`src/hw/cpuPkg.sv`:
```
`default_nettype none

package cpuPkg;

  ////////////////////////////////////////
  // Datapath widths
  ////////////////////////////////////////
  localparam int dataWidth    = 16;  // Data, instruction and PC word
  localparam int regAddrWidth = 4;   // Register index
  localparam int numRegs      = 16;  // General registers, r0 reads zero
  localparam int memAddrWidth = 8;   // Data memory word address, 256 words
  localparam int pcStep       = 2;   // Byte step between instructions

  ////////////////////////////////////////
  // Instruction fields
  ////////////////////////////////////////
  localparam int opcodeMsb = 15;  // Opcode in [15:12]
  localparam int rdMsb     = 11;  // Destination in [11:8]
  localparam int rsMsb     = 7;   // First source in [7:4], also top of imm8
  localparam int rtMsb     = 3;   // Second source or signed offset in [3:0]

  // Opcodes of the kept ISA
  // Unlisted codes behave as no-ops
  typedef enum logic [3:0] {
    opAdd = 4'd0,
    opSub = 4'd1,
    opXor = 4'd2,
    opLw  = 4'd8,
    opSw  = 4'd9,
    opLlb = 4'd10,
    opLhb = 4'd11,
    opHlt = 4'd15
  } opcodeT;

  // ALU functions used by execute
  typedef enum logic [2:0] {
    aluAdd,       // Also LW/SW address
    aluSub,
    aluXor,
    aluLowByte,   // LLB, replace low byte of A
    aluHighByte   // LHB, replace high byte of A
  } aluOpT;

  // Opcode 7 with zero fields, decodes as a no-op
  localparam logic [dataWidth-1:0] nopInstr = 16'h7000;

endpackage

`default_nettype wire

```
`src/hw/fetchStage.sv`:
```
`timescale 1ns/1ps
`default_nettype none

module fetchStage (
  input  logic                          clk,
  input  logic                          rstN,
  input  logic                          hold,       // Load-use stall or halt from decode
  input  logic [cpuPkg::dataWidth-1:0]  instData,   // Word at pc, same cycle
  output logic [cpuPkg::dataWidth-1:0]  pc,
  output logic [cpuPkg::dataWidth-1:0]  ifIdInstr
);

  logic [cpuPkg::dataWidth-1:0] pcNext;  // Sequential next PC

  // No branches, so the PC only ever steps forward
  assign pcNext = pc + cpuPkg::dataWidth'(cpuPkg::pcStep);

  ////////////////////////////////////////
  // Program counter
  ////////////////////////////////////////
  always_ff @(posedge clk or negedge rstN) begin
    if (!rstN) begin
      pc <= '0;              // Start of program
    end else if (!hold) begin
      pc <= pcNext;
    end
    // Under hold the PC keeps pointing at the word already in flight
  end

  ////////////////////////////////////////
  // IF/ID register
  ////////////////////////////////////////
  // Reset fills the slot with a no-op so decode sees a bubble first
  always_ff @(posedge clk or negedge rstN) begin
    if (!rstN) begin
      ifIdInstr <= cpuPkg::nopInstr;
    end else if (!hold) begin
      ifIdInstr <= instData;  // Capture fetched word
    end
  end

  // Hold freezes both registers together, so the held
  // instruction is re-decoded the next cycle and the word
  // on instData is simply fetched again

endmodule

`default_nettype wire

```
`config.mk`:
```
export PLATFORM = sky130hd
export DESIGN_NAME = fetchStage
export DESIGN_NICKNAME = d
export VERILOG_FILES = /design/src/hw/cpuPkg.sv /design/src/hw/fetchStage.sv
export SDC_FILE = /design/constraint.sdc
export NUM_CORES = 1
export LEC_CHECK = 0
export ABC_AREA = 1
export BUFFER_PORTS_ARGS = -buffer_cell sky130_fd_sc_hd__buf_2
export CELL_PAD_IN_SITES_DETAIL_PLACEMENT = 0
export CELL_PAD_IN_SITES_GLOBAL_PLACEMENT = 1
export CORE_UTILIZATION = 38
export CTS_CLUSTER_DIAMETER = 150
export DETAILED_ROUTE_END_ITERATION = 10
export PLACE_DENSITY_LB_ADDON = 0.1
export SYNTH_ARGS = -nofsm -noshare
export SYNTH_HDL_FRONTEND = slang
export SYNTH_SLANG_ARGS = --single-unit
```
`constraint.sdc`:
```
create_clock -name clk -period 2.45 [get_ports clk]
set_input_delay 0.245 -clock clk [delete_from_list [all_inputs] [get_ports clk]]
set_output_delay 0.245 -clock clk [all_outputs]
set_load 0.05 [all_outputs]
```
## Yosys cells after proc, flatten, opt, wreduce, memory -nomap -nowiden

Cells that the tools add are included.

| storage, ports and cells | value |
|---|---|
| register bits after elaboration | 32 |
| latch bits | 0 |
| bits in writable memories | 0 |
| ROM bits | 0 |
| input port bits | 19 |
| logic and storage cells | 3 |
| memories kept | 0 |

| cells by class | value |
|---|---|
| add/sub/neg operators | 1 |
| multiply operators | 0 |
| divide/modulo/power cells | 0 |
| magnitude comparators | 0 |
| eq/ne operators | 0 |
| shift operators | 0 |
| muxes and demuxes | 0 |
| bitwise operators | 0 |
| reductions and logical operators | 0 |

Operators by type and width:

| cell | count |
|---|---|
| $add 16x2->16 const B | 1 |

## Depth between registers and ports, before layout

Gate-level depths: netlist of run 1.

| depth | value |
|---|---|
| depth in word-level cells | 1 |
| gate-level depth with buffers | 8 |

## Worst setup path before layout of run 1

OpenSTA, ideal clock, no wires.

| timing path | value |
|---|---|
| path kind | register -> register |
| start point | register pc[1] (netlist name) |
| end point | register pc[13] (netlist name) |
| setup time | 123 ps |
| arrival | 1455 ps |
| data required time | 2327 ps |
| setup slack | 873 ps |
| cell stages (with the launch flop) | 7 |
| buffers on the path | 0 |
| clock period less this slack | 1577 ps |
| path through | dfrtp_1 ha_1 nand3_4 nor2_4 nand2_4 o21ai_1 nand2_1 |

| between the ends | value |
|---|---|
| cells in the longest elaborated chain, start to end | 1 |

RTL lines:

| what | line | source |
|---|---|---|
| from (decl) | fetchStage.sv:9 | `output logic [cpuPkg::dataWidth-1:0] pc,` |
| from (signal assigned) | fetchStage.sv:25 | `pc <= pcNext;` |
| $add 16x2->16 | fetchStage.sv:16 | `assign pcNext = pc + cpuPkg::dataWidth'(cpuPkg::pcStep);` |

Every way passes these cells.
A chain may end at the register's enable or synchronous reset.

## Worst setup path after layout of run 1

Ends and elaborated chain as after synthesis.

==> metrics.cfg, run 1 <==
[outcome]
status = finished clean

[power]
p_sw_w = 0.000625
vdd_ir_drop_max_uv = 539
sequentialPowerShare_pct = 41.8
leakage_nw = 0.998
p_comb_share_pct = 31.2
clkPwrFrac_pct = 27.0
intPower_w = 0.000959
switching_share_pct = 39.5
pwr_density_cell_mw_per_mm2 = 879
fin_total_pwr_w = 0.00158

[routing]
first_pass_iters = 4
drt_iter0_markers = 38
vias = 1133
drtAntennaViolNets = 0
finalWirelength_mm = 2.82
vias_per_cell = 4.37
wl_per_cell_um = 10.9
drc = 0

[die]
num_rows = 21
die_area_mm2 = 0.00403
initial_core_util_pct = 41.4
die_h_um = 63.5
core_mm2 = 0.00347
die_w_um = 63.5
ios = 51

[finish]
finalNetCount = 232
drive_gt1_share_pct = 34.3
area_growth_pct = 25.5
diodes = 0

[sta]
final_hold_viol_count = 0
tightestPinTransition_ns = 0.675
fin_crit_sh_pct = 54.4
finClkSkew_ns = 0.00304
fin_crit_ns = 1.33
tns_ns = 0
slew_viol_final = 0
max_freq_mhz = 750
setup_violations = 0
timing.slew.headroom_pct = 55.0
grt_setup_unrepaired = false

[logic_synthesis]
netlist_area_mm2 = 0.00144
synth_area_per_cell_um2 = 8.92
synth_seq_area_share_pct = 54.3
mappedNetlistNets = 181
syn_inst = 161
synth-seq-cells = 31
ys_warn_count = 0
synthDistinctLibCells = 25

[global_route]
grt_pass1_vias = 1123
grt-ovfl-total = 0
grt_pass1_wl_mm = 4.92
grt_max_degree = 32
grt_usage_pct = 15.9
antenna_found_initial = 0

[placement]
gp_congestion = 0.740
dp.final_hpwl_mm = 2.05
portBuffers = 49

[setup_path]
required_ns = 2.61
critical_path.max_stage_delay_ns = 0.44
arrival_ns = 1.49
endpoint_kind = flop
critical_path.max_fanout = 5
slowest_stage = dfrtp_1
cp_cell_sequence = ha_1 > nand3_4 > nor2_4 > nand2_4 > o21ai_1 > nand2_1
crit_type = reg -> reg
cp-start-kind = flop
crit_family = flip-flops
critical_path_buf_inv_count = 0

[clocking]
post_cts_buffers = 0
ctsLongestPathBuffers = 2
ctsHoldBuffers = 0
ctsResizeCount = 0
clock-sinks = 31
cts.htree.levels = 2
cts_tree = yes
clk_pin_slew_ns = 0.06
cts_buffers = 5
insertion_delay_ns = 0.27
cts-root-buf = clkbuf_8

[hold_path]
hold_class = in -> async

[job]
cap_violations = 0

[cells in the final DEF (no fill, tap or decap), drive strengths merged]
cell type and instances:
nand3 5, o21ai 2, conb 1, dfrtp 28, xnor2 4, or2 1, nand4 4, clkbuf 8
dfstp 3, xor2 3, ha 1, inv 14, nor3 1, buf 49, a21oi 2, nand2 74
nor2 13
[routing by layer]
layer	global-route usage [%]	wire length [µm]
met5	0	0
met4	6.82	36
met2	27.0	1290
met3	3.62	151
met1	19.0	1340
[cell families (layout without fill, tap and decap cells)]
group                      after synthesis  count (layout)  share of synthesized area (%)
and+or+nand+nor                         98              98                           32.4
xor gates and xnor gates                 7               7                           4.27
other                                    1               1                          0.261
buffers and inverters                   19              71                           6.53
AOI/OAI and AO/OA                        4               4                           1.39
DFF                                     31              31                           54.3
adders and majority gates                1               1                          0.871
[path summary, 6_finish.rpt]
kind                                     from       endpoint  depth (start not counted)  slack (ns)
max in group asynchronous                rstN          pc[6]                          1        2.01
worst max-delay path                    pc[1]         pc[13]                          6        1.12
worst min-delay path                     rstN   ifIdInstr[0]                          1       0.007
worst max register to register          pc[1]         pc[13]                          6        1.12
min in group clk                  instData[9]   ifIdInstr[9]                          3        0.16
worst min register to register  ifIdInstr[13]  ifIdInstr[13]                          2        0.46
[sequential cells by signal, indices dropped and copies added (netlist names)]
name	count
pc	15
ifIdInstr	16
[layout make-up]
cell class | count | area (µm²)
Clock buffer | 8 | 100
Fill cell | 369 | 1670
Inverter | 14 | 57.6
Multi-Input combinational cell | 111 | 563
Sequential cell | 31 | 779
Tap cell | 46 | 57.6
Timing Repair Buffer | 49 | 245
[Yosys cell counts]
library cell,n,area (µm²)
nand2_1,70,263
dfrtp_1,28,701
inv_1,13,48.8
nor2_1,8,30.0
nand4_1,4,25.0
xnor2_1,4,35.0
dfstp_2,3,78.8
nand2_2,3,18.8
nor2_4,3,33.8
xor2_1,3,26.3
a21oi_1,2,10.0
buf_2,2,10.0
buf_4,2,15.0
nand3_2,2,20.0
nand3_4,2,35.0
nor2_2,2,12.5
o21ai_1,2,10.0
buf_6,1,11.3
conb_1,1,3.75
ha_1,1,12.5
inv_6,1,8.76
nand2_4,1,11.3
nand3_1,1,5.00
nor3_1,1,5.00
or2_1,1,6.26
[worst register-to-register path: stages (launching register included)]
cell and delay (ns):
dfrtp_1 0.44, ha_1 0.25, nand3_4 0.11, nor2_4 0.17
nand2_4 0.08, o21ai_1 0.12, nand2_1 0.06
[metrics by stage]
step | hold slack, ns | utilization [%] | setup slack (ns) | std cells | instance area (µm²)
2_1_floorplan | -0.0506 | - | 0.873 | 161 | 1440
3_3_place_gp | 0.317 | 49.1 | 1.14 | 251 | 1700
3_5_place_dp | 0.329 | 49.1 | 1.09 | 251 | 1700
4_1_cts | 0.0276 | 52.0 | 1.11 | 259 | 1800
5_1_grt | 0.0611 | 52.0 | 0.971 | 259 | 1800
6_report | 0.00672 | 52.0 | 1.12 | 259 | 1800
[power by group through the flow]
stage,clock [W],sequential [W],combinational [W]
CTS,0.000447,0.000663,0.000501
finish,0.000428,0.000663,0.000494
detailed placement,0,0.000673,0.000500
global route,0.000473,0.000674,0.000528
floorplan,0,0.000911,0.000138
global placement,0,0.000670,0.000500
Note: power is estimated with default switching activity, not from simulation.
==> run 2, diff against run 1 <==
- CORE_UTILIZATION: 38 -> 35
- clock period: 2.45 -> 1.3 ns (I/O delays scaled with it)
==> run 2 against run 1 <==
Against the previous run:
- register-to-register slack worse by 1.0 ns
- final cell count up 1.9%
- core utilization down 3.2 points
- count of clock-buffer cells in the layout unchanged
- first-iteration DRC count up 82%
- routed wire length up 9.9%
- flip-flop and latch count unchanged
- non-clock buffer count up 3
- hold slack better by 0.031 ns
- sequential power up 93%
- critical path type is now reg -> out
==> metrics.cfg, run 2 (synthesized netlist as in run 1, its figures left out) <==
[outcome]
status = finished clean

[job]
cap_violations = 0

[routing]
finalWirelength_mm = 3.10
drt_iter0_markers = 69
wl_per_cell_um = 11.7
first_pass_iters = 4
vias_per_cell = 4.45
drtAntennaViolNets = 0
drc = 0
vias = 1174

[setup_path]
endpoint_kind = output pin
critical_path.max_fanout = 2
rr_endpoint = pc[13]
cp_cell_sequence = buf_2
slowest_stage = dfstp_2
arrival_ns = 1.08
crit_family = flip-flops
timing.rr.start = pc[1]
crit_type = reg -> out
critical_path.max_stage_delay_ns = 0.54
ff2ff_setup_slack_ns = 0.10
r2r_cells = 6
required_ns = 1.17
crit_start = ifIdInstr[13]
critical_path_buf_inv_count = 1
cp-start-kind = flop

[finish]
final_common_cell = nand2_1
final_util_pct = 48.8
final_cell_mix = 70 x nand2_1, 49 x buf_2, 19 x dfrtp_1, 13 x inv_1, 9 x dfrtp_2
finalNetCount = 235
regMostFlops = ifIdInstr
diodes = 0
drive_gt1_share_pct = 39.4
largest_register_ffs = 16
largestRegisters = ifIdInstr: 16 flops, pc: 15 flops
area_growth_pct = 29.1

[placement]
gp_congestion = 0.742
dp.final_hpwl_mm = 2.30
portBuffers = 49
place_ws_ns = 0.102

[power]
pwr_density_cell_mw_per_mm2 = 1660
leakage_nw = 1.00
vdd_ir_drop_max_uv = 646

[sta]
final_hold_viol_count = 0
grt_setup_unrepaired = false
max_freq_mhz = 828
finClkSkew_ns = 0.00413
layout_setup_ws_ns = 0.0929
tns_ns = 0
fin_crit_sh_pct = 92.9
fin_crit_ns = 1.21
slew_viol_final = 0
setup_violations = 0

[clocking]
ctsLongestPathBuffers = 2
cts_buffers = 5
cts_tree = yes
clk_pin_slew_ns = 0.07
insertion_delay_ns = 0.28
cts.htree.levels = 2
cts-root-buf = clkbuf_8
clock-sinks = 31
post_cts_buffers = 0

[die]
die_w_um = 66.1
die_h_um = 66.1
core_mm2 = 0.00380
ios = 51
initial_core_util_pct = 37.8
die_area_mm2 = 0.00436
num_rows = 22

[hold_path]
min_from = instData[12]
hold_class = in -> reg
holdPathEnd = ifIdInstr[12]
hold_depth = 3

[global_route]
grt_pass1_vias = 1189
antenna_found_initial = 0
grt_max_degree = 22
grt_usage_pct = 16.7
grt-ovfl-total = 0
grt_pass1_wl_mm = 5.24

==> run 2: per-layer routing <==
layer / vias up / share of wire, % / global-route usage, %
met5: - / 0 / 0
met1: 536 / 43 / 17.7
li1: 595 / - / -
met3: 8 / 6.3 / 5.86
met2: 35 / 48 / 28.6
met4: 0 / 2.6 / 9.57
==> run 2: report_power, final <==
part	internal, W	total [W]	switching, W
Combinational	0.000241	0.000953	0.000712
Sequential	0.00112	0.00128	0.000158
Clock	0.000483	0.000841	0.000358
==> run 2: tightest hold or removal path, stage by stage <==
cell and delay [ns]:
buf_2 0.09, nand2_1 0.05, nand2_1 0.04
==> run 2: area by class of cell <==
class                      instances  area [µm²]
sequential                        31         791
fill                             383        1940
timing repair buffer              52         270
clock buffer                       8         100
inverter                          14        57.6
tap                               48        60.1
multi-input combinational        111         576
==> run 2: metrics by stage <==
| step | area (µm²) | hold WS [ns] | power [W] | std cells |
|---|---|---|---|---|
| after floorplan | 1460 | -0.166 | 0.00201 | 161 |
| after global placement | 1740 | 0.0656 | 0.00225 | 255 |
| after detailed placement | 1740 | 0.0780 | 0.00226 | 255 |
| after CTS | 1850 | 0.0305 | 0.00311 | 264 |
| after global routing | 1850 | 0.0348 | 0.00323 | 264 |
| final | 1850 | 0.0377 | 0.00307 | 264 |
==> run 2: repair_timing <==
item / CTS / global route
endpoints found under the hold margin: 13 / 0
hold buffers: 1 / 0
resized for setup: 0 / 0
==> run 2: how the worst max path moves through the flow <==
stage | to | depth (start not counted)
final | ifIdInstr[13] | 1
after global routing | pc[13] | 6
after CTS | ifIdInstr[13] | 1
after floorplan | pc[13] | 6
after detailed placement | pc[13] | 6
after global placement | pc[13] | 6
