**src/hw/cpuPkg.sv**
```systemverilog
`default_nettype none

package cpuPkg;

  ////////////////////////////////////////
  // Datapath widths
  ////////////////////////////////////////
  localparam int dataWidth    = 16;  // Data, instruction and PC word
  localparam int regAddrWidth = 4;   // Register index
  localparam int numRegs      = 16;  // General registers, r0 reads zero
  localparam int memAddrWidth = 8;   // Data memory word address, 256 words
  localparam int pcStep       = 2;   // Byte step between instructions

  ////////////////////////////////////////
  // Instruction fields
  ////////////////////////////////////////
  localparam int opcodeMsb = 15;  // Opcode in [15:12]
  localparam int rdMsb     = 11;  // Destination in [11:8]
  localparam int rsMsb     = 7;   // First source in [7:4], also top of imm8
  localparam int rtMsb     = 3;   // Second source or signed offset in [3:0]

  // Opcodes of the kept ISA
  // Unlisted codes behave as no-ops
  typedef enum logic [3:0] {
    opAdd = 4'd0,
    opSub = 4'd1,
    opXor = 4'd2,
    opLw  = 4'd8,
    opSw  = 4'd9,
    opLlb = 4'd10,
    opLhb = 4'd11,
    opHlt = 4'd15
  } opcodeT;

  // ALU functions used by execute
  typedef enum logic [2:0] {
    aluAdd,       // Also LW/SW address
    aluSub,
    aluXor,
    aluLowByte,   // LLB, replace low byte of A
    aluHighByte   // LHB, replace high byte of A
  } aluOpT;

  // Opcode 7 with zero fields, decodes as a no-op
  localparam logic [dataWidth-1:0] nopInstr = 16'h7000;

endpackage

`default_nettype wire

```
**src/hw/executeStage.sv**
```systemverilog
`timescale 1ns/1ps
`default_nettype none

module executeStage (
  input  logic                             clk,
  input  logic                             rstN,
  input  logic [cpuPkg::regAddrWidth-1:0]  idExSrcA,
  input  logic [cpuPkg::regAddrWidth-1:0]  idExSrcB,
  input  logic [cpuPkg::dataWidth-1:0]     idExValA,
  input  logic [cpuPkg::dataWidth-1:0]     idExValB,
  input  logic [cpuPkg::dataWidth-1:0]     idExImm,
  input  cpuPkg::aluOpT                    idExAluOp,
  input  logic                             idExUseImm,
  input  logic [cpuPkg::regAddrWidth-1:0]  idExRd,
  input  logic                             idExRegWrite,
  input  logic                             idExMemRead,
  input  logic                             idExMemWrite,
  input  logic                             idExHalt,
  input  logic                             wbEn,
  input  logic [cpuPkg::regAddrWidth-1:0]  wbAddr,
  input  logic [cpuPkg::dataWidth-1:0]     wbData,
  output logic [cpuPkg::dataWidth-1:0]     exMemAlu,
  output logic [cpuPkg::dataWidth-1:0]     exMemStoreData,
  output logic [cpuPkg::regAddrWidth-1:0]  exMemRd,
  output logic                             exMemRegWrite,
  output logic                             exMemMemRead,
  output logic                             exMemMemWrite,
  output logic                             exMemHalt
);

  logic [cpuPkg::dataWidth-1:0] opA, opB;    // Forwarded operands
  logic [cpuPkg::dataWidth-1:0] aluB;        // opB or immediate
  logic [cpuPkg::dataWidth-1:0] aluOut;

  // Newest producer wins: EX/MEM, then MEM/WB, then the register file value
  function automatic logic [cpuPkg::dataWidth-1:0] forwardOperand(
    input logic [cpuPkg::regAddrWidth-1:0] src,
    input logic [cpuPkg::dataWidth-1:0]    regVal
  );
    if (exMemRegWrite && (exMemRd == src)) return exMemAlu;  // Never a load here
    else if (wbEn && (wbAddr == src))      return wbData;
    else                                   return regVal;
  endfunction

  ////////////////////////////////////////
  // Forwarding and ALU
  ////////////////////////////////////////
  assign opA  = forwardOperand(idExSrcA, idExValA);
  assign opB  = forwardOperand(idExSrcB, idExValB);   // Also SW store data
  assign aluB = idExUseImm ? idExImm : opB;

  always_comb begin
    case (idExAluOp)
      cpuPkg::aluSub:      aluOut = opA - aluB;
      cpuPkg::aluXor:      aluOut = opA ^ aluB;
      cpuPkg::aluLowByte:  aluOut = {opA[15:8], aluB[7:0]};   // LLB
      cpuPkg::aluHighByte: aluOut = {aluB[7:0], opA[7:0]};    // LHB
      default:             aluOut = opA + aluB;   // ADD, LW/SW address
    endcase
  end

  ////////////////////////////////////////
  // EX/MEM register
  ////////////////////////////////////////
  always_ff @(posedge clk or negedge rstN) begin
    if (!rstN) begin
      exMemAlu       <= '0;
      exMemStoreData <= '0;
      exMemRd        <= '0;
      exMemRegWrite  <= 1'b0;
      exMemMemRead   <= 1'b0;
      exMemMemWrite  <= 1'b0;
      exMemHalt      <= 1'b0;
    end else begin
      exMemAlu       <= aluOut;
      exMemStoreData <= opB;
      exMemRd        <= idExRd;
      exMemRegWrite  <= idExRegWrite;
      exMemMemRead   <= idExMemRead;
      exMemMemWrite  <= idExMemWrite;
      exMemHalt      <= idExHalt;
    end
  end

endmodule

`default_nettype wire

```
**config.mk**
```make
export PLATFORM = sky130hd
export DESIGN_NAME = executeStage
export DESIGN_NICKNAME = d
export VERILOG_FILES = /design/src/hw/cpuPkg.sv /design/src/hw/executeStage.sv
export SDC_FILE = /design/constraint.sdc
export NUM_CORES = 1
export LEC_CHECK = 0
export BUFFER_PORTS_ARGS = -buffer_cell sky130_fd_sc_hd__buf_2
export CELL_PAD_IN_SITES_DETAIL_PLACEMENT = 0
export CELL_PAD_IN_SITES_GLOBAL_PLACEMENT = 1
export CORE_UTILIZATION = 40
export DETAILED_ROUTE_END_ITERATION = 8
export GPL_TIMING_DRIVEN = 0
export MAX_ROUTING_LAYER = met4
export PLACE_DENSITY = 0.82
export RECOVER_POWER = 25
export SYNTH_ARGS = -nofsm -noshare
export SYNTH_HDL_FRONTEND = slang
export SYNTH_SLANG_ARGS = --single-unit
```
**constraint.sdc**
```tcl
create_clock -name clk -period 11.8 [get_ports clk]
set_input_delay 2.36 -clock clk [delete_from_list [all_inputs] [get_ports clk]]
set_output_delay 2.36 -clock clk [all_outputs]
set_load 0.02 [all_outputs]
```
; Word level (Yosys, flattened, before mapping)
; Cells that the tools add are included.
[op_classes]
n_eq_ne = 8
n_reduce_logical = 4
muxes = 6
addsub = 2
n_bitwise = 1
[ops]
columns = op, n
row1 = $mux 16, 5
row2 = $pmux 16 s4, 1
row3 = $add 16x16->16, 1
row4 = $eq 4x4->1, 4
row5 = $sub 16x16->16, 1
row6 = $xor 16x16->16, 1
row7 = $eq 3x2->1 const B, 2
row8 = $logic_and 1x1->1, 4
row9 = $eq 3x1->1 const B, 1
row10 = $eq 3x3->1 const B, 1
[word_totals]
out_inout_bits = 40
reg_bits = 40

; Depth between registers and ports, before layout
; Gate-level depths: netlist (run 1).
[depth]
ltp_word = 7
mapped_depth = 21
ltp_nobuf = 19

; Least setup slack after synthesis (run 1)
; No wires, ideal clock.
[synth_path]
path_kind = input port to flip-flop
startpoint = in wbAddr[3] in the netlist's numbering
endpoint = reg exMemAlu[15] in the netlist's numbering
n_path_buf = 1
arrival_ns = 6.326
t_required_ns = 11.723
setup_time_ns = 0.077
setup_slack_ns = 5.397
stages = 20
path_cell_list = xnor2_1 nand3_1 buf_2 o21ai_0 a31oi_2 mux2i_1 ha_1 nand2_1 o31ai_1 xnor2_1 ha_1 nand2_1 o21ai_0 or3_1 o211a_1 o21a_1 o21a_1 o41a_1 xnor3_1 o21ai_1
[synth_via]
elab_chain_len = 7
elab_cells_between_ends = 13
classes_between = add/sub: 2 / eq/ne: 2 / mux: 6 / bitwise: 1 / reduce/logical: 2
[synth_lines]
columns = element, line
row1 = "start, declared", executeStage.sv:20  ; input logic [cpuPkg::regAddrWidth-1:0] wbAddr,
row2 = $eq 4x4->1 *, executeStage.sv:41  ; else if (wbEn && (wbAddr == src)) return wbData;
row3 = $logic_and 1x1->1 *, executeStage.sv:41
row4 = $mux 16 *, executeStage.sv:41
row5 = $mux 16 *, executeStage.sv:40  ; if (exMemRegWrite && (exMemRd == src)) return exMemAlu;
row6 = "named net opB, one bit", executeStage.sv:31  ; logic [cpuPkg::dataWidth-1:0] opA, opB;
row7 = $mux 16 *, executeStage.sv:50  ; assign aluB = idExUseImm ? idExImm : opB;
row8 = $add 16x16->16 / $sub 16x16->16 (equally long branches), "executeStage.sv:58, executeStage.sv:54"
row9 = $pmux 16 s4 *, executeStage.sv:53  ; case (idExAluOp)
row10 = "named net aluOut, one bit", executeStage.sv:33  ; logic [cpuPkg::dataWidth-1:0] aluOut;
row11 = "end signal, assigned", executeStage.sv:75  ; exMemAlu <= aluOut;
row12 = "end, declared", executeStage.sv:22  ; output logic [cpuPkg::dataWidth-1:0] exMemAlu,
; The timed path passes the listed nets; every way through them passes the cells marked *.

; Worst setup path after layout (run 1)
; Ends and elaborated chain as after synthesis.

==> results of run 1 <==
==> power breakdown <==
group          internal (mW)  switching, mW  leakage, nW
Clock                 0.0477         0.0456       0.0455
Combinational          0.117          0.180         1.51
Sequential             0.162         0.0233        0.467
Total                  0.326          0.249         2.02
==> placed cells by master, fill, tap and decap left out, types with 15 or more instances in the layout <==
master      n
nand3_1    16
xnor2_1    25
xor2_1     20
a31oi_1    15
nor2_1     24
nor3_1     23
nand2_1    33
dfrtp_1    40
a21oi_1    28
clkbuf_1   17
ha_1       16
buf_2     138
mux2i_1    21
o21ai_0    35
==> cell type report <==
class / instances / area [um2]
multi-input cells: 383 / 2730
plain buffers: 28 / 150
fillers: 939 / 4560
repair buffers: 130 / 649
clock buffers: 8 / 90.1
inverters: 9 / 33.8
well taps: 129 / 161
flip-flops and latches: 40 / 1000
==> worst paths after layout <==
check                                          endpoint  slack [ps]  cells after the start
setup / recovery                 exMemAlu[15]$_DFF_PN0_        4660                     21
hold / removal             exMemStoreData[13]$_DFF_PN0_         600                      2
setup reg to reg                 exMemAlu[15]$_DFF_PN0_        6510                     20
hold reg to reg            exMemStoreData[13]$_DFF_PN0_         600                      2
max in group asynchronous  exMemStoreData[15]$_DFF_PN0_        7840                      1
min in group asynchronous   exMemStoreData[1]$_DFF_PN0_        2720                      1
==> flip-flops by register name, indices dropped and copies added (netlist names) <==
name,cells
exMemRd,4
exMemStoreData,16
exMemAlu,16
exMemMemRead,1
exMemRegWrite,1
exMemHalt,1
exMemMemWrite,1
==> per-layer routing <==
metal  part of all wire [%]  global-route usage [%]  up-vias
met3                    6.4                    3.40       17
li1                       -                       -     1999
met5                      0                       -        -
met4                    1.2                    7.36        0
met2                     48                    46.7      172
met1                     45                    35.0     2005
==> metrics by stage <==
stage	std cells	area [um2]	util, %	hold WS, ps	worst slack (ps)
floorplan	460	3910	-	617	5400
global placement	719	4720	50.4	560	4490
detailed placement	719	4720	50.4	569	4460
CTS	727	4810	51.4	587	4720
global route	727	4810	51.4	656	4250
finish	727	4810	51.4	599	4660
==> worst register-to-register path: cells and delay by family, from the launching register on <==
| kind | cells | cell delay (ps) |
|---|---|---|
| buffers and inverters | 1 | 290 |
| AOI/OAI and AO/OA | 8 | 1660 |
| and+or+nand+nor | 5 | 920 |
| adders and majority gates | 2 | 650 |
| xor gates and xnor gates | 3 | 730 |
| muxes | 1 | 550 |
| DFF | 1 | 420 |
==> kinds of logic after synthesis <==
kind of cell | count (synthesis)
XOR/XNOR | 46
flip-flops | 40
AO/OA/AOI/OAI | 155
buffers and inverters | 37
multiplexers | 25
AND/OR/NAND/NOR | 140
adder cells (fa/ha/maj) | 17
==> run metrics, run 1 <==
final hold violations 0; Netlist Area Pre-Place 3910 um2; crit path max-delay cell type mux2i_1; die height 101 um; Via density slightly below 6; Tmin final 7140 ps; hold buffers post-CTS 0; CP required 12010 ps; crit path capture type flop; row cnt 35; Clock transition at path regs 80 ps; Setup Viol. Count Final 0; top cells by instance count after synthesis 40 x dfrtp_1, 35 x o21ai_0, 33 x nand2_1; FF-to-FF Start exMemRd[2]$_DFF_PN0_; number of synthesized flops with an enable pin 0; Yosys top cell area share between 20% and 30%; Avg Inst Size Synth 8.51 um2; most frequent cell after synthesis dfrtp_1; min-delay src exMemAlu[13]$_DFF_PN0_; total core area between 9000 and 10000 um2; drt first pass iters 5; Layout area overhead 23.0%; Main synth FF type dfrtp_1; hold crit path type reg2reg; Boundary Pins 131; RSZ-0062 raised after global routing no; Mapped Nets 568; cells along the critical path buf_2 -> xnor2_1 -> nand3_1 -> buf_2 -> o21ai_0 -> a31oi_2 -> mux2i_1 -> ha_1 -> nand2_1 -> o31ai_1 -> xnor2_1 -> ha_1 -> nand2_1 -> o21ai_0 -> or3_1 -> o211a_1 -> o21a_1 -> o21a_1 -> o41a_1 -> xnor3_1 -> o21ai_1; number of nets with antenna violations after routing 0; Synth Area in Simple Gates approximately a fifth; layout cells sized above 1 around 29%; H-tree depth 2; CTS tree done; post-synthesis sequential area ratio 25.6%; total gr overflow 0; Synth area leaders dfrtp_1 26%, xnor2_1 5.6%, mux2i_1 5.4%; largest net degree at the start of global routing 41; GR Util All Layers 27.7%; WS Path Type in2reg; Critical path origin wbAddr[3]; Worst Path Buf+Inv 2; post-synthesis mux area share under 10%; clock skew 9.95 ps; Die X 101 um; drt drc 0; Async SR Flop Fraction 100%; initial antenna violation count 0; vias in the first global route 4071; total length of routed wires approximately 14000 um; Initial Util 41.7%; Yosys cell types 67; Synth Area in Compound Gates 28.0%; post-synthesis adder-cell area fraction about 5.6%; Post-Synth XOR/XNOR Area around a tenth; fmax 0.140 GHz; fin nets 705; Pwr Total 0.575 mW; Max-Cap Viols 1; PostCTS Resize Cnt 0; Pwr per Cell Area between 100 and 150 nW/um2; placer congestion estimate 0.902; Slew HR -46.4%; crit-path max cell delay 550 ps; placed wire-length estimate 11200 um; CTS Buffer Depth 2; Crit path max-delay family compound AO/OA/AOI/OAI gates; run status finished, violations left; DR iter-0 viols 266; crit-path max FO 10; WL per Instance 18.7 um; Setup TNS 0 ps; Leakage Power 2.02 nW; Syn Inst Count 460; die area ~10000 um2; postcts setup bufs 0; Worst setup SP type input pin; Yosys reg bits 40; Port-buffer cells 130; clk_lat worst skew 290 ps; ant diodes 0; cts bufs inserted 5; Clock Sinks 40; Slew Viols, Final 41; largest family of logic cells by synthesized area compound AO/OA/AOI/OAI gates; Tightest Pin Transition 2200 ps; Critical Path AT 7340 ps; clock root cell clkbuf_8; peak supply drop ~0.050 mV; failing checks capacitance limit, slew limit; via count 4193; synth warn 0; biggest area consumer among synthesized cells dfrtp_1; first-pass GRT wire length roughly 21000 um; Period Utilization, post-route 60.5%
Note: power is estimated with default switching activity, not from simulation.
==> run 2: changes to the inputs <==
Settings changed: CORE_UTILIZATION 40 to 38, PLACE_DENSITY 0.82 to 0.79.
Clock period 11.8 ns to 7.31 ns, I/O delays scaled along.
==> run 2 against run 1 <==
The run still ends with capacitance limit, slew limit left. Via count down 0.79%. Die area is 5.2% higher. Highest routed layer unchanged. Global-route usage down 0.96 points. Non-clock buffer count is the same. Total power increased by 59%. Clock skew shrank 1.5 ps. Largest cell class unchanged.
==> run metrics, run 2 (synthesis results as in run 1) <==
crit path max-delay cell type mux2i_1 (unchanged); CTS tree done (unchanged); initial antenna violation count 0 (unchanged); Multi-input gate area 2730 um2 (unchanged); crit-path max FO 10 (unchanged); cts bufs inserted 5 (unchanged); Setup Viol. Count Final 0 (unchanged); postcts setup bufs 0 (unchanged); WL per Instance 18.8 um (was 18.7 um); failing checks capacitance limit, slew limit (unchanged); Port-buffer cells 130 (unchanged); first-pass GRT wire length 20700 um (was 21200 um); Reg area 1000 um2 (unchanged); Tmin final 6170 ps; Period Utilization, post-route 84.4%; Worst Path Buf+Inv 2 (unchanged); placed wire-length estimate 11500 um (was 11200 um); peak supply drop 0.0672 mV (was 0.0497 mV); Slew Viols, Final 41 (unchanged); Clock Sinks 40 (unchanged); hold crit path type reg2reg (unchanged); Layout area overhead 22.8% (was 23.0%); layout cells sized above 1 29.1% (about the same); die height 103 um (was 101 um); Tightest Pin Transition 2170 ps (was 2200 ps); DR iter-0 viols 230 (was 266); Placed Cells incl. Taps 723 (was 719); final hold violations 0 (unchanged); clock root cell clkbuf_8 (unchanged); H-tree depth 2 (unchanged); Boundary Pins 131 (unchanged); final instance area 4810 um2 (about the same); WS Path Type in2reg (unchanged); die area 10700 um2 (was 10200 um2); clk_lat worst skew 300 ps (was 290 ps); Slew HR -44.4% (was -46.4%); Post-DP Area 4730 um2 (was 4720 um2); most common cell after layout, fill and taps aside buf_2 (unchanged); total gr overflow 0 (unchanged); Via density 5.70 (was 5.77); post-layout util 48.7% (was 51.4%); RSZ-0062 raised after global routing no (unchanged); Max-Cap Viols 1 (unchanged); vias in the first global route 3947 (was 4071); drt drc 0 (unchanged); Setup TNS 0 ps (unchanged); fin nets 705 (unchanged); Die X 103 um (was 101 um); fmax between 0.15 and 0.2 GHz; PostCTS Resize Cnt 0 (unchanged); commonest non-fill, non-tap cells in the layout 138 x buf_2, 40 x dfrtp_1, 35 x o21ai_0 (unchanged); Initial Util 39.7% (was 41.7%); run status finished, violations left (unchanged); hold buffers post-CTS 0 (unchanged); via count 4160 (was 4193); Pwr Total 0.914 mW (was 0.575 mW); Clock transition at path regs 70 ps (was 80 ps); total length of routed wires 13800 um (was 13600 um); cells along the critical path buf_2 -> xnor2_1 -> nand3_1 -> buf_2 -> o21ai_0 -> a31oi_2 -> mux2i_1 -> ha_1 -> nand2_1 -> o31ai_1 -> xnor2_1 -> ha_1 -> nand2_1 -> o21ai_0 -> or3_1 -> o211a_1 -> o21a_1 -> o21a_1 -> o41a_1 -> xnor3_1 -> o21ai_1 (unchanged); Crit path max-delay family compound AO/OA/AOI/OAI gates (unchanged); crit-path max cell delay 490 ps (was 550 ps); CTS Buffer Depth 2 (unchanged); Leakage Power 2.01 nW (was 2.02 nW); clock skew 8.42 ps (was 9.95 ps); row cnt 36 (was 35); CP required 7530 ps (was 12010 ps); fill count 996 (was 939); Worst setup SP type input pin (unchanged); Regs by FF count exMemAlu x16, exMemStoreData x16, exMemRd x4 (unchanged); Critical Path AT 6390 ps (was 7340 ps); number of nets with antenna violations after routing 0 (unchanged); Pwr per Cell Area 190 nW/um2 (was 119 nW/um2); placer congestion estimate 0.926 (was 0.902); Non-Filler Instances 730 (was 727); drt first pass iters 5 (unchanged); largest net degree at the start of global routing 41 (unchanged); total core area 9860 um2 (was 9370 um2); GR Util All Layers 26.7% (was 27.7%); crit path capture type flop (unchanged); ant diodes 0 (unchanged)
## run 2: cell types whose count changed in the layout (fill, tap and decap cells not counted), sizes merged
cell and delta:
clkinv +1, clkbuf -2
## run 2: path summary, 6_finish.rpt
| path | start | end | slack (ps) | cells after the start |
|---|---|---|---|---|
| worst max-delay path | wbAddr[2] | exMemAlu[15]$_DFF_PN0_ | 1140 | 21 |
| worst min-delay path | exMemAlu[13]$_DFF_PN0_ | exMemStoreData[13]$_DFF_PN0_ | 590 | 2 |
| worst max register to register | exMemRd[2]$_DFF_PN0_ | exMemAlu[15]$_DFF_PN0_ | 2100 | 20 |
| worst min register to register | exMemAlu[13]$_DFF_PN0_ | exMemStoreData[13]$_DFF_PN0_ | 590 | 2 |
| max in group asynchronous | rstN | exMemStoreData[1]$_DFF_PN0_ | 4280 | 1 |
| min in group asynchronous | rstN | exMemAlu[10]$_DFF_PN0_ | 1790 | 1 |
## run 2: tightest hold or removal path: cells and delay by family, from the launching register on
family | cells | cell delay (ps)
AOI/OAI and AO/OA | 1 | 70
and+or+nand+nor | 1 | 60
DFF | 1 | 410
## run 2: layout make-up
cell class,count,share of cell area [%]
repair buffers,130,13.5
flip-flops and latches,40,20.8
inverters,9,0.703
clock buffers,6,1.51
well taps,133,3.46
clock inverters,1,0.104
multi-input cells,383,56.8
plain buffers,28,3.12
## run 2: per-layer routing
layer | GRT usage [%] | up-vias | routed length (um)
met3 | 3.02 | 17 | 1060
met1 | 33.7 | 1956 | 5880
li1 | - | 2001 | -
met2 | 45.0 | 186 | 6580
met4 | 7.58 | 0 | 236
met5 | - | - | 0
## run 2: metrics by stage
step | hold slack, ps | setup WS, ps
floorplan | 617 | 1810
global placement | 555 | 857
detailed placement | 561 | 861
CTS | 585 | 1140
global route | 637 | 775
finish | 586 | 1140
## run 2: where the power goes
group / total [mW] / switching [mW] / internal [mW]
sequential: 0.298 / 0.0375 / 0.261
combinational: 0.477 / 0.289 / 0.188
clock: 0.139 / 0.0744 / 0.0648
