File: src/hw/cpuPkg.sv
`default_nettype none

package cpuPkg;

  ////////////////////////////////////////
  // Datapath widths
  ////////////////////////////////////////
  localparam int dataWidth    = 16;  // Data, instruction and PC word
  localparam int regAddrWidth = 4;   // Register index
  localparam int numRegs      = 16;  // General registers, r0 reads zero
  localparam int memAddrWidth = 8;   // Data memory word address, 256 words
  localparam int pcStep       = 2;   // Byte step between instructions

  ////////////////////////////////////////
  // Instruction fields
  ////////////////////////////////////////
  localparam int opcodeMsb = 15;  // Opcode in [15:12]
  localparam int rdMsb     = 11;  // Destination in [11:8]
  localparam int rsMsb     = 7;   // First source in [7:4], also top of imm8
  localparam int rtMsb     = 3;   // Second source or signed offset in [3:0]

  // Opcodes of the kept ISA
  // Unlisted codes behave as no-ops
  typedef enum logic [3:0] {
    opAdd = 4'd0,
    opSub = 4'd1,
    opXor = 4'd2,
    opLw  = 4'd8,
    opSw  = 4'd9,
    opLlb = 4'd10,
    opLhb = 4'd11,
    opHlt = 4'd15
  } opcodeT;

  // ALU functions used by execute
  typedef enum logic [2:0] {
    aluAdd,       // Also LW/SW address
    aluSub,
    aluXor,
    aluLowByte,   // LLB, replace low byte of A
    aluHighByte   // LHB, replace high byte of A
  } aluOpT;

  // Opcode 7 with zero fields, decodes as a no-op
  localparam logic [dataWidth-1:0] nopInstr = 16'h7000;

endpackage

`default_nettype wire

File: src/hw/registerFile.sv
`timescale 1ns/1ps
`default_nettype none

module registerFile (
  input  logic                             clk,
  input  logic                             rstN,
  input  logic [cpuPkg::regAddrWidth-1:0]  rdAddrA,
  input  logic [cpuPkg::regAddrWidth-1:0]  rdAddrB,
  output logic [cpuPkg::dataWidth-1:0]     rdDataA,
  output logic [cpuPkg::dataWidth-1:0]     rdDataB,
  input  logic                             wrEn,
  input  logic [cpuPkg::regAddrWidth-1:0]  wrAddr,
  input  logic [cpuPkg::dataWidth-1:0]     wrData
);

  logic [cpuPkg::dataWidth-1:0] regs [cpuPkg::numRegs];

  // One read port: r0 is zero, a same-cycle write passes straight through
  function automatic logic [cpuPkg::dataWidth-1:0] readPort(
    input logic [cpuPkg::regAddrWidth-1:0] addr
  );
    if (addr == '0)                     return '0;
    else if (wrEn && (wrAddr == addr))  return wrData;   // Write-through
    else                                return regs[addr];
  endfunction

  always_ff @(posedge clk or negedge rstN) begin
    if (!rstN) begin
      for (int i = 0; i < cpuPkg::numRegs; i++) regs[i] <= '0;
    end else if (wrEn && (wrAddr != '0)) begin
      regs[wrAddr] <= wrData;  // r0 never written
    end
  end

  assign rdDataA = readPort(rdAddrA);
  assign rdDataB = readPort(rdAddrB);

endmodule

`default_nettype wire

File: src/hw/decodeStage.sv
`timescale 1ns/1ps
`default_nettype none

module decodeStage (
  input  logic                             clk,
  input  logic                             rstN,
  input  logic [cpuPkg::dataWidth-1:0]     ifIdInstr,
  input  logic                             wbEn,
  input  logic [cpuPkg::regAddrWidth-1:0]  wbAddr,
  input  logic [cpuPkg::dataWidth-1:0]     wbData,
  output logic                             hold,
  output logic [cpuPkg::regAddrWidth-1:0]  idExSrcA,
  output logic [cpuPkg::regAddrWidth-1:0]  idExSrcB,
  output logic [cpuPkg::dataWidth-1:0]     idExValA,
  output logic [cpuPkg::dataWidth-1:0]     idExValB,
  output logic [cpuPkg::dataWidth-1:0]     idExImm,
  output cpuPkg::aluOpT                    idExAluOp,
  output logic                             idExUseImm,
  output logic [cpuPkg::regAddrWidth-1:0]  idExRd,
  output logic                             idExRegWrite,
  output logic                             idExMemRead,
  output logic                             idExMemWrite,
  output logic                             idExHalt
);

  cpuPkg::opcodeT                  opcode;
  logic [cpuPkg::regAddrWidth-1:0] rd, rs, rt;
  logic [cpuPkg::regAddrWidth-1:0] srcA, srcB;   // Register file read addresses
  logic [cpuPkg::dataWidth-1:0]    valA, valB;
  logic [cpuPkg::dataWidth-1:0]    imm;
  cpuPkg::aluOpT                   aluOp;
  logic useImm, regWrite, memRead, memWrite, isHalt;
  logic useA, useB;      // Which sources the instruction really reads
  logic loadUse;         // Load in ID/EX feeds this instruction
  logic haltFlag;        // Sticky, HLT already passed into ID/EX

  assign opcode = cpuPkg::opcodeT'(ifIdInstr[cpuPkg::opcodeMsb -: 4]);
  assign rd     = ifIdInstr[cpuPkg::rdMsb -: cpuPkg::regAddrWidth];
  assign rs     = ifIdInstr[cpuPkg::rsMsb -: cpuPkg::regAddrWidth];
  assign rt     = ifIdInstr[cpuPkg::rtMsb -: cpuPkg::regAddrWidth];

  ////////////////////////////////////////
  // Instruction decode
  ////////////////////////////////////////
  always_comb begin
    aluOp    = cpuPkg::aluAdd;
    useImm   = 1'b0;
    regWrite = 1'b0;
    memRead  = 1'b0;
    memWrite = 1'b0;
    isHalt   = 1'b0;
    useA     = 1'b0;
    useB     = 1'b0;
    srcA     = rs;
    srcB     = rt;
    // Signed word offset by default
    imm = {{(cpuPkg::dataWidth - cpuPkg::regAddrWidth){rt[cpuPkg::regAddrWidth-1]}}, rt};
    case (opcode)
      cpuPkg::opAdd: begin regWrite = 1'b1; useA = 1'b1; useB = 1'b1; end
      cpuPkg::opSub: begin
        aluOp = cpuPkg::aluSub; regWrite = 1'b1; useA = 1'b1; useB = 1'b1;
      end
      cpuPkg::opXor: begin
        aluOp = cpuPkg::aluXor; regWrite = 1'b1; useA = 1'b1; useB = 1'b1;
      end
      cpuPkg::opLw: begin useImm = 1'b1; regWrite = 1'b1; memRead = 1'b1; useA = 1'b1; end
      cpuPkg::opSw: begin
        useImm = 1'b1; memWrite = 1'b1; useA = 1'b1; useB = 1'b1;
        srcB   = rd;                    // Store data comes from rd
      end
      cpuPkg::opLlb, cpuPkg::opLhb: begin
        aluOp  = (opcode == cpuPkg::opLlb) ? cpuPkg::aluLowByte : cpuPkg::aluHighByte;
        useImm = 1'b1; regWrite = 1'b1; useA = 1'b1;
        srcA   = rd;                    // Keeps the other byte of rd
        imm    = {8'h00, ifIdInstr[cpuPkg::rsMsb:0]};  // imm8
      end
      cpuPkg::opHlt: isHalt = 1'b1;
      default: ;                        // No-op
    endcase
    if (rd == '0) regWrite = 1'b0;      // r0 stays zero
  end

  registerFile uRegFile (
    .clk(clk), .rstN(rstN),
    .rdAddrA(srcA), .rdAddrB(srcB),
    .rdDataA(valA), .rdDataB(valB),
    .wrEn(wbEn), .wrAddr(wbAddr), .wrData(wbData)
  );

  // One bubble when the load in EX produces a register read here
  assign loadUse = idExMemRead && idExRegWrite &&
                   ((useA && (idExRd == srcA)) || (useB && (idExRd == srcB)));
  assign hold    = loadUse || haltFlag;

  ////////////////////////////////////////
  // ID/EX register
  ////////////////////////////////////////
  always_ff @(posedge clk or negedge rstN) begin
    if (!rstN) begin
      idExSrcA <= '0; idExSrcB <= '0;
      idExValA <= '0; idExValB <= '0; idExImm <= '0;
      idExAluOp <= cpuPkg::aluAdd; idExUseImm <= 1'b0; idExRd <= '0;
      idExRegWrite <= 1'b0; idExMemRead <= 1'b0; idExMemWrite <= 1'b0;
      idExHalt <= 1'b0;
      haltFlag <= 1'b0;
    end else begin
      idExSrcA   <= srcA;
      idExSrcB   <= srcB;
      idExValA   <= valA;
      idExValB   <= valB;
      idExImm    <= imm;
      idExAluOp  <= aluOp;
      idExUseImm <= useImm;
      idExRd     <= rd;
      // Bubble: every enable low under hold
      idExRegWrite <= regWrite && !hold;
      idExMemRead  <= memRead && !hold;
      idExMemWrite <= memWrite && !hold;
      idExHalt     <= isHalt && !hold;
      haltFlag     <= haltFlag || (isHalt && !hold);  // Stays set until reset
    end
  end

endmodule

`default_nettype wire

File: config.mk
export PLATFORM = sky130hd
export DESIGN_NAME = decodeStage
export DESIGN_NICKNAME = d
export VERILOG_FILES = /design/src/hw/cpuPkg.sv /design/src/hw/registerFile.sv /design/src/hw/decodeStage.sv
export SDC_FILE = /design/constraint.sdc
export NUM_CORES = 1
export LEC_CHECK = 0
export ABC_AREA = 0
export BUFFER_PORTS_ARGS = -buffer_cell sky130_fd_sc_hd__buf_2
export CAP_MARGIN = 20
export CORE_UTILIZATION = 60
export DETAILED_ROUTE_END_ITERATION = 8
export PLACE_DENSITY_LB_ADDON = 0.12
export SETUP_SLACK_MARGIN = 0.05
export SLEW_MARGIN = 15
export SYNTH_ARGS = -nofsm -noshare
export SYNTH_HDL_FRONTEND = slang
export SYNTH_SLANG_ARGS = --single-unit
File: constraint.sdc
create_clock -name clk -period 3.9 [get_ports clk]
set_input_delay 0.195 -clock clk [delete_from_list [all_inputs] [get_ports clk]]
set_output_delay 0.195 -clock clk [all_outputs]
set_load 0.05 [all_outputs]
# After elaboration in Yosys (flattened, before gate mapping)
# Cells that the tools add are included.
[word_totals] ff_bits=325 latch_bits=0 mem_bits_rw=0 mem_bits_ro=0 elab_cells=99 mem_count=0
[op_classes] n_addsub=0 mul=0 div_mod_pow=0 order_cmp=4 n_eq_ne=11 n_shift=0 n_mux=26 n_bitwise=3 reduce_logical=26
[op_table] cell="256-bit bitwise mux" count=1
[op_table] cell="16-bit two-way mux" count=10
[op_table] cell="16-bit binary-select mux with 4-bit select" count=2
[op_table] cell="16-bit demux with 4-bit select" count=1
[op_table] cell="4-bit equality test (second input constant)" count=5
[op_table] cell="4-bit equality test" count=4
[op_table] cell="4-bit zero test" count=4
[op_table] cell="5-bit greater-or-equal comparator (second input constant)" count=3
[op_table] cell="4-bit NOT with 5-bit output" count=3
[op_table] cell="1-bit logical AND" count=12
[op_table] cell="3-bit case mux with 3 select lines" count=1
[op_table] cell="1-bit two-way mux" count=8
[op_table] cell="4-bit two-way mux" count=2
[op_table] cell="4-bit OR reduction" count=2
[op_table] cell="7-bit OR reduction" count=1
[op_table] cell="6-bit OR reduction" count=1
[op_table] cell="5-bit by 1-bit < comparator with 1-bit output (second input constant)" count=1
[op_table] cell="4-bit by 1-bit equality test with 1-bit output (second input constant)" count=1
[op_table] cell="4-bit by 2-bit equality test with 1-bit output (second input constant)" count=1
[op_table] cell="4-bit nonzero test" count=1
[op_table] cell="1-bit logical OR" count=3
[op_table] cell="3-bit two-way mux" count=1
[op_table] cell="2-bit OR reduction" count=1
[op_table] cell="1-bit zero test" count=1

# Depth between registers and ports, before layout
# Gate-level depths: netlist (run 1).
[depth] ltp_word=11 ltp_mapped=12 ltp_nobuf=7

# Cells and area by module
# A second synthesis (run 1) with hierarchy kept.
[hier_totals] cells_unflattened=1188 hier_area_um2=16181.8
[modules_own_cells] module="registerFile" n_inst=1 cells_each=1048 area_each_um2=14018.4 seq_area_each_um2=6406.1
[modules_own_cells] module="decodeStage" n_inst=1 cells_each=140 area_each_um2=2163.3 seq_area_each_um2=1551.5

# Least setup slack after synthesis (run 1)
# OpenSTA, ideal clock, no wires.
[synth_timing] kind="input port to output port" start="in ifIdInstr[14] (netlist name)" end="out hold" t_arrival_ps=2141 t_required_ps=3705 slack_ps=1564 stages=11 path_cell_list="buf_6 nand4bb_1 buf_6 mux2i_2 inv_2 buf_6 buf_4 xnor2_1 o2111ai_1 nor4_2 or2_1"
[synth_between] elab_chain_len=8 word_cells_on_any_way=21 classes_between="eq/ne: 8; mux: 4; reduce/logical: 9"
[synth_rtl] item="start, declared" line_no="decodeStage.sv:7" source="input logic [cpuPkg::dataWidth-1:0] ifIdInstr,"
[synth_rtl] item="4-bit equality test" line_no="decodeStage.sv:58" source="case (opcode)"
[synth_rtl] item="2-bit OR reduction" line_no="decodeStage.sv:58"
[synth_rtl] item="4-bit two-way mux" line_no="decodeStage.sv:58"
[synth_rtl] item="4-bit equality test" line_no="decodeStage.sv:92" source="((useA && (idExRd == srcA)) || (useB && (idExRd == srcB)));"
[synth_rtl] item="1-bit logical AND" line_no="decodeStage.sv:92"
[synth_rtl] item="1-bit logical OR *" line_no="decodeStage.sv:92"
[synth_rtl] item="1-bit logical AND *" line_no="decodeStage.sv:91" source="assign loadUse = idExMemRead && idExRegWrite &&"
[synth_rtl] item="1-bit logical OR *" line_no="decodeStage.sv:93" source="assign hold = loadUse || haltFlag;"
[synth_rtl] item="end, declared" line_no="decodeStage.sv:11" source="output logic hold,"
# Every way passes the cells marked *; elsewhere a longest branch is shown, timed or not.

# Worst setup path in the final report (run 1)
# Ends and elaborated chain as after synthesis.

==> metrics.md, run 1 <==
| Metric | Value |
|---|---|
| Die area | 27970 um2 |
| CTS max path bufs | 3 |
| Most frequent cell on the critical path | buf_2 |
| RSZ-0062 raised after global routing | no |
| VDD IR-drop max | 0.4968 mV |
| Grt ovf | 0 |
| First-pass GRT wire length | 79.90 mm |
| Post-DRT Antenna Nets | 0 |
| Asr flop ratio synth | 100.0% |
| Clk_lat worst skew | 530 ps |
| CTS sink cnt | 318 |
| CTS tree | done |
| Leak | 8.213 nW |
| Post-Layout Cell Count | 2046 |
| Tmin final | 3156 ps |
| Status | finished, final reports clean |
| TritonCTS Buffers | 36 |
| Syn Nets | 1688 |
| Vias in the first global route | 13380 |
| Power share of the combinational group | 21.5% |
| Flop pwr share | 42.9% |
| Setup bufs post-CTS | 0 |
| Clock Tree Root | clkbuf_16 |
| Mapped cell area | 16390 um2 |
| Chip Width | 167.3 um |
| Layout overhead on the synthesized area | 12.97% |
| Via count | 13800 |
| Setup TNS | 0 ps |
| Final period util | 80.91% |
| CTS H-Tree Depth | 2 |
| Max_cap viols | 0 |
| Final Wtd Congestion | 0.9247 |
| Crit start category | primary input |
| I/O Pins | 108 |
| Hold crit path type | in2reg |
| Internal power consumption | 7.158 mW |
| P_sw | 3.271 mW |
| PD cells | 563.4 nW/um2 |
| Commonest non-fill, non-tap cell in the layout | nand2_1 |
| Least-Margin Pin Slew | 1102 ps |
| Hold-fix buffers, CTS | 13 |
| Post-Route WL | 52.28 mm |
| CP cell instances | dlygate4sd3_1, buf_2, nand4bb_1, buf_4, mux2i_4, inv_6, xnor2_1, o2111ai_1, nor4_2, or2_1, buf_2 |
| Resize count post-CTS | 0 |
| Core area | 26880 um2 |
| Flops & latches, synth | 318 |
| Port bufs | 107 |
| Final hold vios | 0 |
| Worst Path Arrival | 2960 ps |
| Die Ht | 167.3 um |
| Crit path max-delay family | buffers and inverters |
| Largest net degree at the start of global routing | 140 |
| HPWL Detailed | 30.28 mm |
| Post-Syn Area per Cell | 9.937 um2 |
| Reg clk slew, reported paths | 60 ps |
| DP Cell Count | 1965 |
| Critical path's slowest cell | dlygate4sd3_1 |
| Pre-antenna DRT Iters | 5 |
| Wire per inst | 25.55 um |
| Commonest non-fill, non-tap cells in the layout | 363 x nand2_1, 318 x dfrtp_1, 145 x mux2_2 |
| CP bufs+invs | 5 |
| Synth cell types | 63 |
| Tot GR Track Use | 37.62% |
| Initial Util | 60.97% |
| Site row count | 60 |
| Via density | 6.743 |
| Critical Path RT | 3700 ps |
| Final Skew | 11.13 ps |
| Crit Path Category | in2out |
| Share of cells above drive strength 1 | 23.72% |
| Layout net count | 1715 |
| Sw Ratio | 31.36% |
| Fmax | 316.9 MHz |
| DRT iter0 DRCs | 1716 |
| Sequential area share after synthesis | 48.56% |
| Crit-path max cell delay | 540 ps |
| Main synth FF type | dfrtp_1 |
| Clk pwr share | 35.6% |
| Initial antenna violation count | 3 |
| Mapped Cells | 1649 |
| R2R Setup Slk | 2400 ps |
| Critical Path Fanout Max | 42 |
| Ys Warns | 0 |
| Crit path capture type | primary output |
| Final setup fails | 0 |
| Drt drc | 0 |
| Max Slew Vio Count | 0 |
| Post-synth EDFFs | 0 |
| Max-Slew Margin vs Limit | 26.55% |
==> worst min-delay path, stage by stage <==
cell     delay (ps)
buf_2           140
inv_1            60
o21ai_0          80
==> metrics by stage <==
stage / hold slack (ps) / cell area [um2] / total power, mW / setup WS, ps / utilization (%)
5_1_grt: 42.03 / 18510 / 10.84 / 629.4 / 68.88
2_1_floorplan: -100.6 / 16390 / 5.970 / 1564 / -
4_1_cts: 7.206 / 18490 / 10.40 / 797.3 / 68.80
6_report: 7.679 / 18510 / 10.43 / 744.4 / 68.88
3_5_place_dp: 348.4 / 17050 / 6.691 / 1072 / 63.45
3_3_place_gp: 349.1 / 17040 / 6.611 / 1095 / 63.40
==> cell type report <==
cell class,count,area (um2)
Inverter,50,197.7
Antenna cell,2,5.005
Multi-Input combinational cell,1112,7579
Fill cell,2118,8364
Timing Repair Buffer,158,1039
Clock buffer,49,1041
Tap cell,341,426.7
Sequential cell,318,7958
Clock inverter,16,266.5
==> state kept, by name, summed over array words and instances, names as in the netlist, 3 cells and up <==
register	count
idExImm	9
uRegFile.regs	256
idExSrcB	4
idExSrcA	4
idExRd	4
idExAluOp	3
idExValA	16
idExValB	16
==> worst paths after layout <==
kind                                                 from                        endpoint  cells past startpoint
max                                         ifIdInstr[14]                            hold                     11
min                                          ifIdInstr[4]            idExImm[4]$_DFF_PN0_                      3
max reg2reg                uRegFile.regs[108]$_DFFE_PN0P_          idExValA[12]$_DFF_PN0_                      6
min reg2reg                uRegFile.regs[250]$_DFFE_PN0P_  uRegFile.regs[250]$_DFFE_PN0P_                      0
max in group asynchronous                            rstN  uRegFile.regs[246]$_DFFE_PN0P_                      3
min in group asynchronous                            rstN          idExAluOp[1]$_DFF_PN0_                      2
==> cells by family after synthesis <==
kind of cell,after synthesis,share of synthesized area [%]
simple gates,477,12.21
mux,233,15.69
compound gates,388,16.91
buf+inv,219,5.872
flops,318,48.56
xor+xnor,14,0.7483
==> synth_stat cells, types with 15 or more instances <==
master    count  area [um2]
a311oi_1     15       131.4
nand3_1      42       210.2
mux2i_1      82       820.8
inv_1        43       161.4
mux2_2      145        1633
a211oi_1     31       232.7
a31oi_1      18       112.6
o21ai_1      31       155.2
nor2_1       27       101.4
a21oi_1      66       330.3
buf_2        32       160.2
a221oi_1     49       429.2
nand2_1     363        1363
a32oi_1      33       289.0
clkbuf_1    112       420.4
dfrtp_1     318        7958
o21ai_0      82       410.4
a221o_1      15       150.1
==> power by group through the flow <==
stage | clock (mW) | sequential [mW] | combinational [mW]
CTS | 3.74 | 4.45 | 2.22
global route | 3.88 | 4.54 | 2.42
global placement | 0 | 4.48 | 2.13
finish | 3.71 | 4.47 | 2.24
detailed placement | 0 | 4.49 | 2.20
floorplan | 0 | 4.61 | 1.36
==> routing by layer <==
| layer | routed length, um | part of all wire (%) | track usage (%) |
|---|---|---|---|
| met1 | 20940 | 40 | 51.43 |
| met2 | 23320 | 45 | 56.63 |
| met3 | 5172 | 9.9 | 7.303 |
| met4 | 2839 | 5.4 | 21.14 |
| met5 | 13 | 0.025 | 0 |
Note: power is estimated with default switching activity, not from simulation.
==> run 2, diff against run 1 <==
==> constraint.sdc (replaced) <==
create_clock -name clk -period 3.2 [get_ports clk]
set_input_delay 0.16 -clock clk [delete_from_list [all_inputs] [get_ports clk]]
set_output_delay 0.16 -clock clk [all_outputs]
set_load 0.05 [all_outputs]
==> metrics.md, run 2 (synthesized netlist as in run 1, its figures left out) <==
| Metric | Value |
|---|---|
| Status | finished, final reports clean |
| Largest regs | uRegFile.regs (256), idExValA (16), idExValB (16) |
| Max Slew Vio Count | 0 |
| GRT met3 Usage | 7.185% |
| Hold Crit Depth | 3 |
| FF/Latch Area | 7958 um2 |
| Hold crit path type | in2reg |
| Crit-path max cell delay | 530 ps |
| Reg2Reg Depth | 5 |
| Initial antenna violation count | 1 |
| Vias in the first global route | 13570 |
| Layout net count | 1736 |
| Share of cells above drive strength 1 | 23.88% |
| Clock Tree Root | clkbuf_16 |
| Final hold vios | 0 |
| Chip Width | 167.3 um |
| Commonest non-fill, non-tap cell in the layout | nand2_1 |
| Resize count post-CTS | 0 |
| Pre-antenna DRT Iters | 6 |
| Most frequent cell on the critical path | buf_2 |
| Site row count | 60 |
| Antenna cells | 0 |
| Tmin final | 2999 ps |
| Layout overhead on the synthesized area | 13.92% |
| RSZ-0062 raised after global routing | no |
| CTS H-Tree Depth | 2 |
| Final period util | 93.70% |
| Drt drc | 0 |
| CTS max path bufs | 3 |
| Fmax | 333.5 MHz |
| I/O Pins | 108 |
| DP Cell Count | 1977 |
| Setup bufs post-CTS | 0 |
| Least-Margin Pin Slew | 1012 ps |
| Crit start category | primary input |
| R2R Path End | idExMemRead$_DFF_PN0_ |
| Gr busiest metal | met2 |
| Setup TNS | 0 ps |
| Multi-input gate area | 7553 um2 |
| Core area | 26880 um2 |
| Crit Path Category | in2out |
| Max_cap viols | 0 |
| Commonest non-fill, non-tap cells in the layout | 363 x nand2_1, 318 x dfrtp_1, 145 x mux2_2 |
| Critical Path Fanout Max | 19 |
| Largest net degree at the start of global routing | 101 |
| Hold Startpoint | wbData[15] |
| Final Wtd Congestion | 0.9500 |
| Via count | 14000 |
| Leak | 8.302 nW |
| Post-Layout Cell Count | 2062 |
| Critical Path RT | 3040 ps |
| Hold path endpoint | uRegFile.regs[111]$_DFFE_PN0P_ |
| Clk_lat worst skew | 530 ps |
| Fill cells | 2034 |
| Max FFs per register | 256 |
| R2R Setup Slk | 1350 ps |
| PD cells | 676.4 nW/um2 |
| DRT iter0 DRCs | 1806 |
| CP cell instances | dlygate4sd3_1, buf_2, and3b_1, mux2i_4, inv_2, buf_4, xnor2_1, a41o_1, or2_1, buf_2 |
| VDD IR-drop max | 0.4704 mV |
| Met2 Use GR | 57.29% |
| Tot GR Track Use | 38.45% |
| Post-Route WL | 53.13 mm |
| Die area | 27970 um2 |
| HPWL Detailed | 30.21 mm |
| Met1 GRT Util | 53.64% |
| Post-layout util | 69.46% |
| Final setup fails | 0 |
| Crit path capture type | primary output |
| CTS tree | done |
| Worst Path Arrival | 2840 ps |
| Grt ovf | 0 |
| Wire per inst | 25.77 um |
| Final Skew | 14.98 ps |
| Max-Slew Margin vs Limit | 32.40% |
| Largest reg by FF count | uRegFile.regs |
| TritonCTS Buffers | 36 |
| Port bufs | 107 |
| Critical path's slowest cell | dlygate4sd3_1 |
| Die Ht | 167.3 um |
| Reg clk slew, reported paths | 60 ps |
| Via density | 6.791 |
| Hold WS | 18.37 ps |
| First-pass GRT wire length | 81.50 mm |
| Worst r2r src | idExRd[1]$_DFF_PN0_ |
| CTS sink cnt | 318 |
| Hold-fix buffers, CTS | 22 |
| Post-DRT Antenna Nets | 0 |
| Initial Util | 60.97% |
[run 2: cell types whose count changed in the layout (fill, tap and decap cells not counted), moves of 2 or more]
| cell | change |
|---|---|
| dlygate4sd3_1 | +9 |
| buf_4 | +8 |
| buf_12 | +5 |
| nor2_2 | +3 |
| nor2_4 | -3 |
| diode_2 | -2 |
| nand3_1 | +2 |
| nand3_2 | -2 |
[run 2: critical path, delay by kind of cell]
kind	cells	cell delay (ps)
mux	1	300
simple gates	2	640
compound gates	1	290
xor+xnor	1	190
buf+inv	5	1240
[run 2: cell type report]
cell class                      instances  share of cell area [%]
Sequential cell                       318                   42.63
Multi-Input combinational cell       1112                   40.47
Timing Repair Buffer                  179                   6.823
Clock buffer                           48                   5.503
Tap cell                              341                   2.286
Clock inverter                         14                   1.233
Inverter                               50                   1.059
[run 2: power by group]
part	total [mW]	switching, mW	leakage [nW]	internal [mW]
registers	5.42	0.611	3.96	4.81
logic	2.78	1.69	3.72	1.09
clock network	4.43	1.69	0.619	2.74
[run 2: stage by stage]
| step | cell area [um2] | setup WS (ps) | power, mW |
|---|---|---|---|
| finish | 18670 | 201.5 | 12.63 |
| global route | 18670 | 126.6 | 13.12 |
| CTS | 18650 | 226.5 | 12.61 |
| detailed placement | 17170 | 354.2 | 8.156 |
| global placement | 17170 | 394.3 | 8.063 |
| floorplan | 16390 | 934.4 | 7.276 |
[run 2: worst max-delay path by stage]
stage | from | endpoint | slack [ps]
6_report | ifIdInstr[14] | hold | 200
5_1_grt | ifIdInstr[14] | hold | 130
4_1_cts | ifIdInstr[14] | hold | 230
3_5_place_dp | ifIdInstr[13] | idExValB[5]$_DFF_PN0_ | 350
3_3_place_gp | ifIdInstr[13] | idExValB[4]$_DFF_PN0_ | 390
2_1_floorplan | ifIdInstr[14] | hold | 930
[run 2: metal layers]
layer / vias up / wire [um]
met3: 200 / 5438
met5: - / 10
met1: 6949 / 21390
li1: 5978 / -
met2: 875 / 23650
met4: 2 / 2637
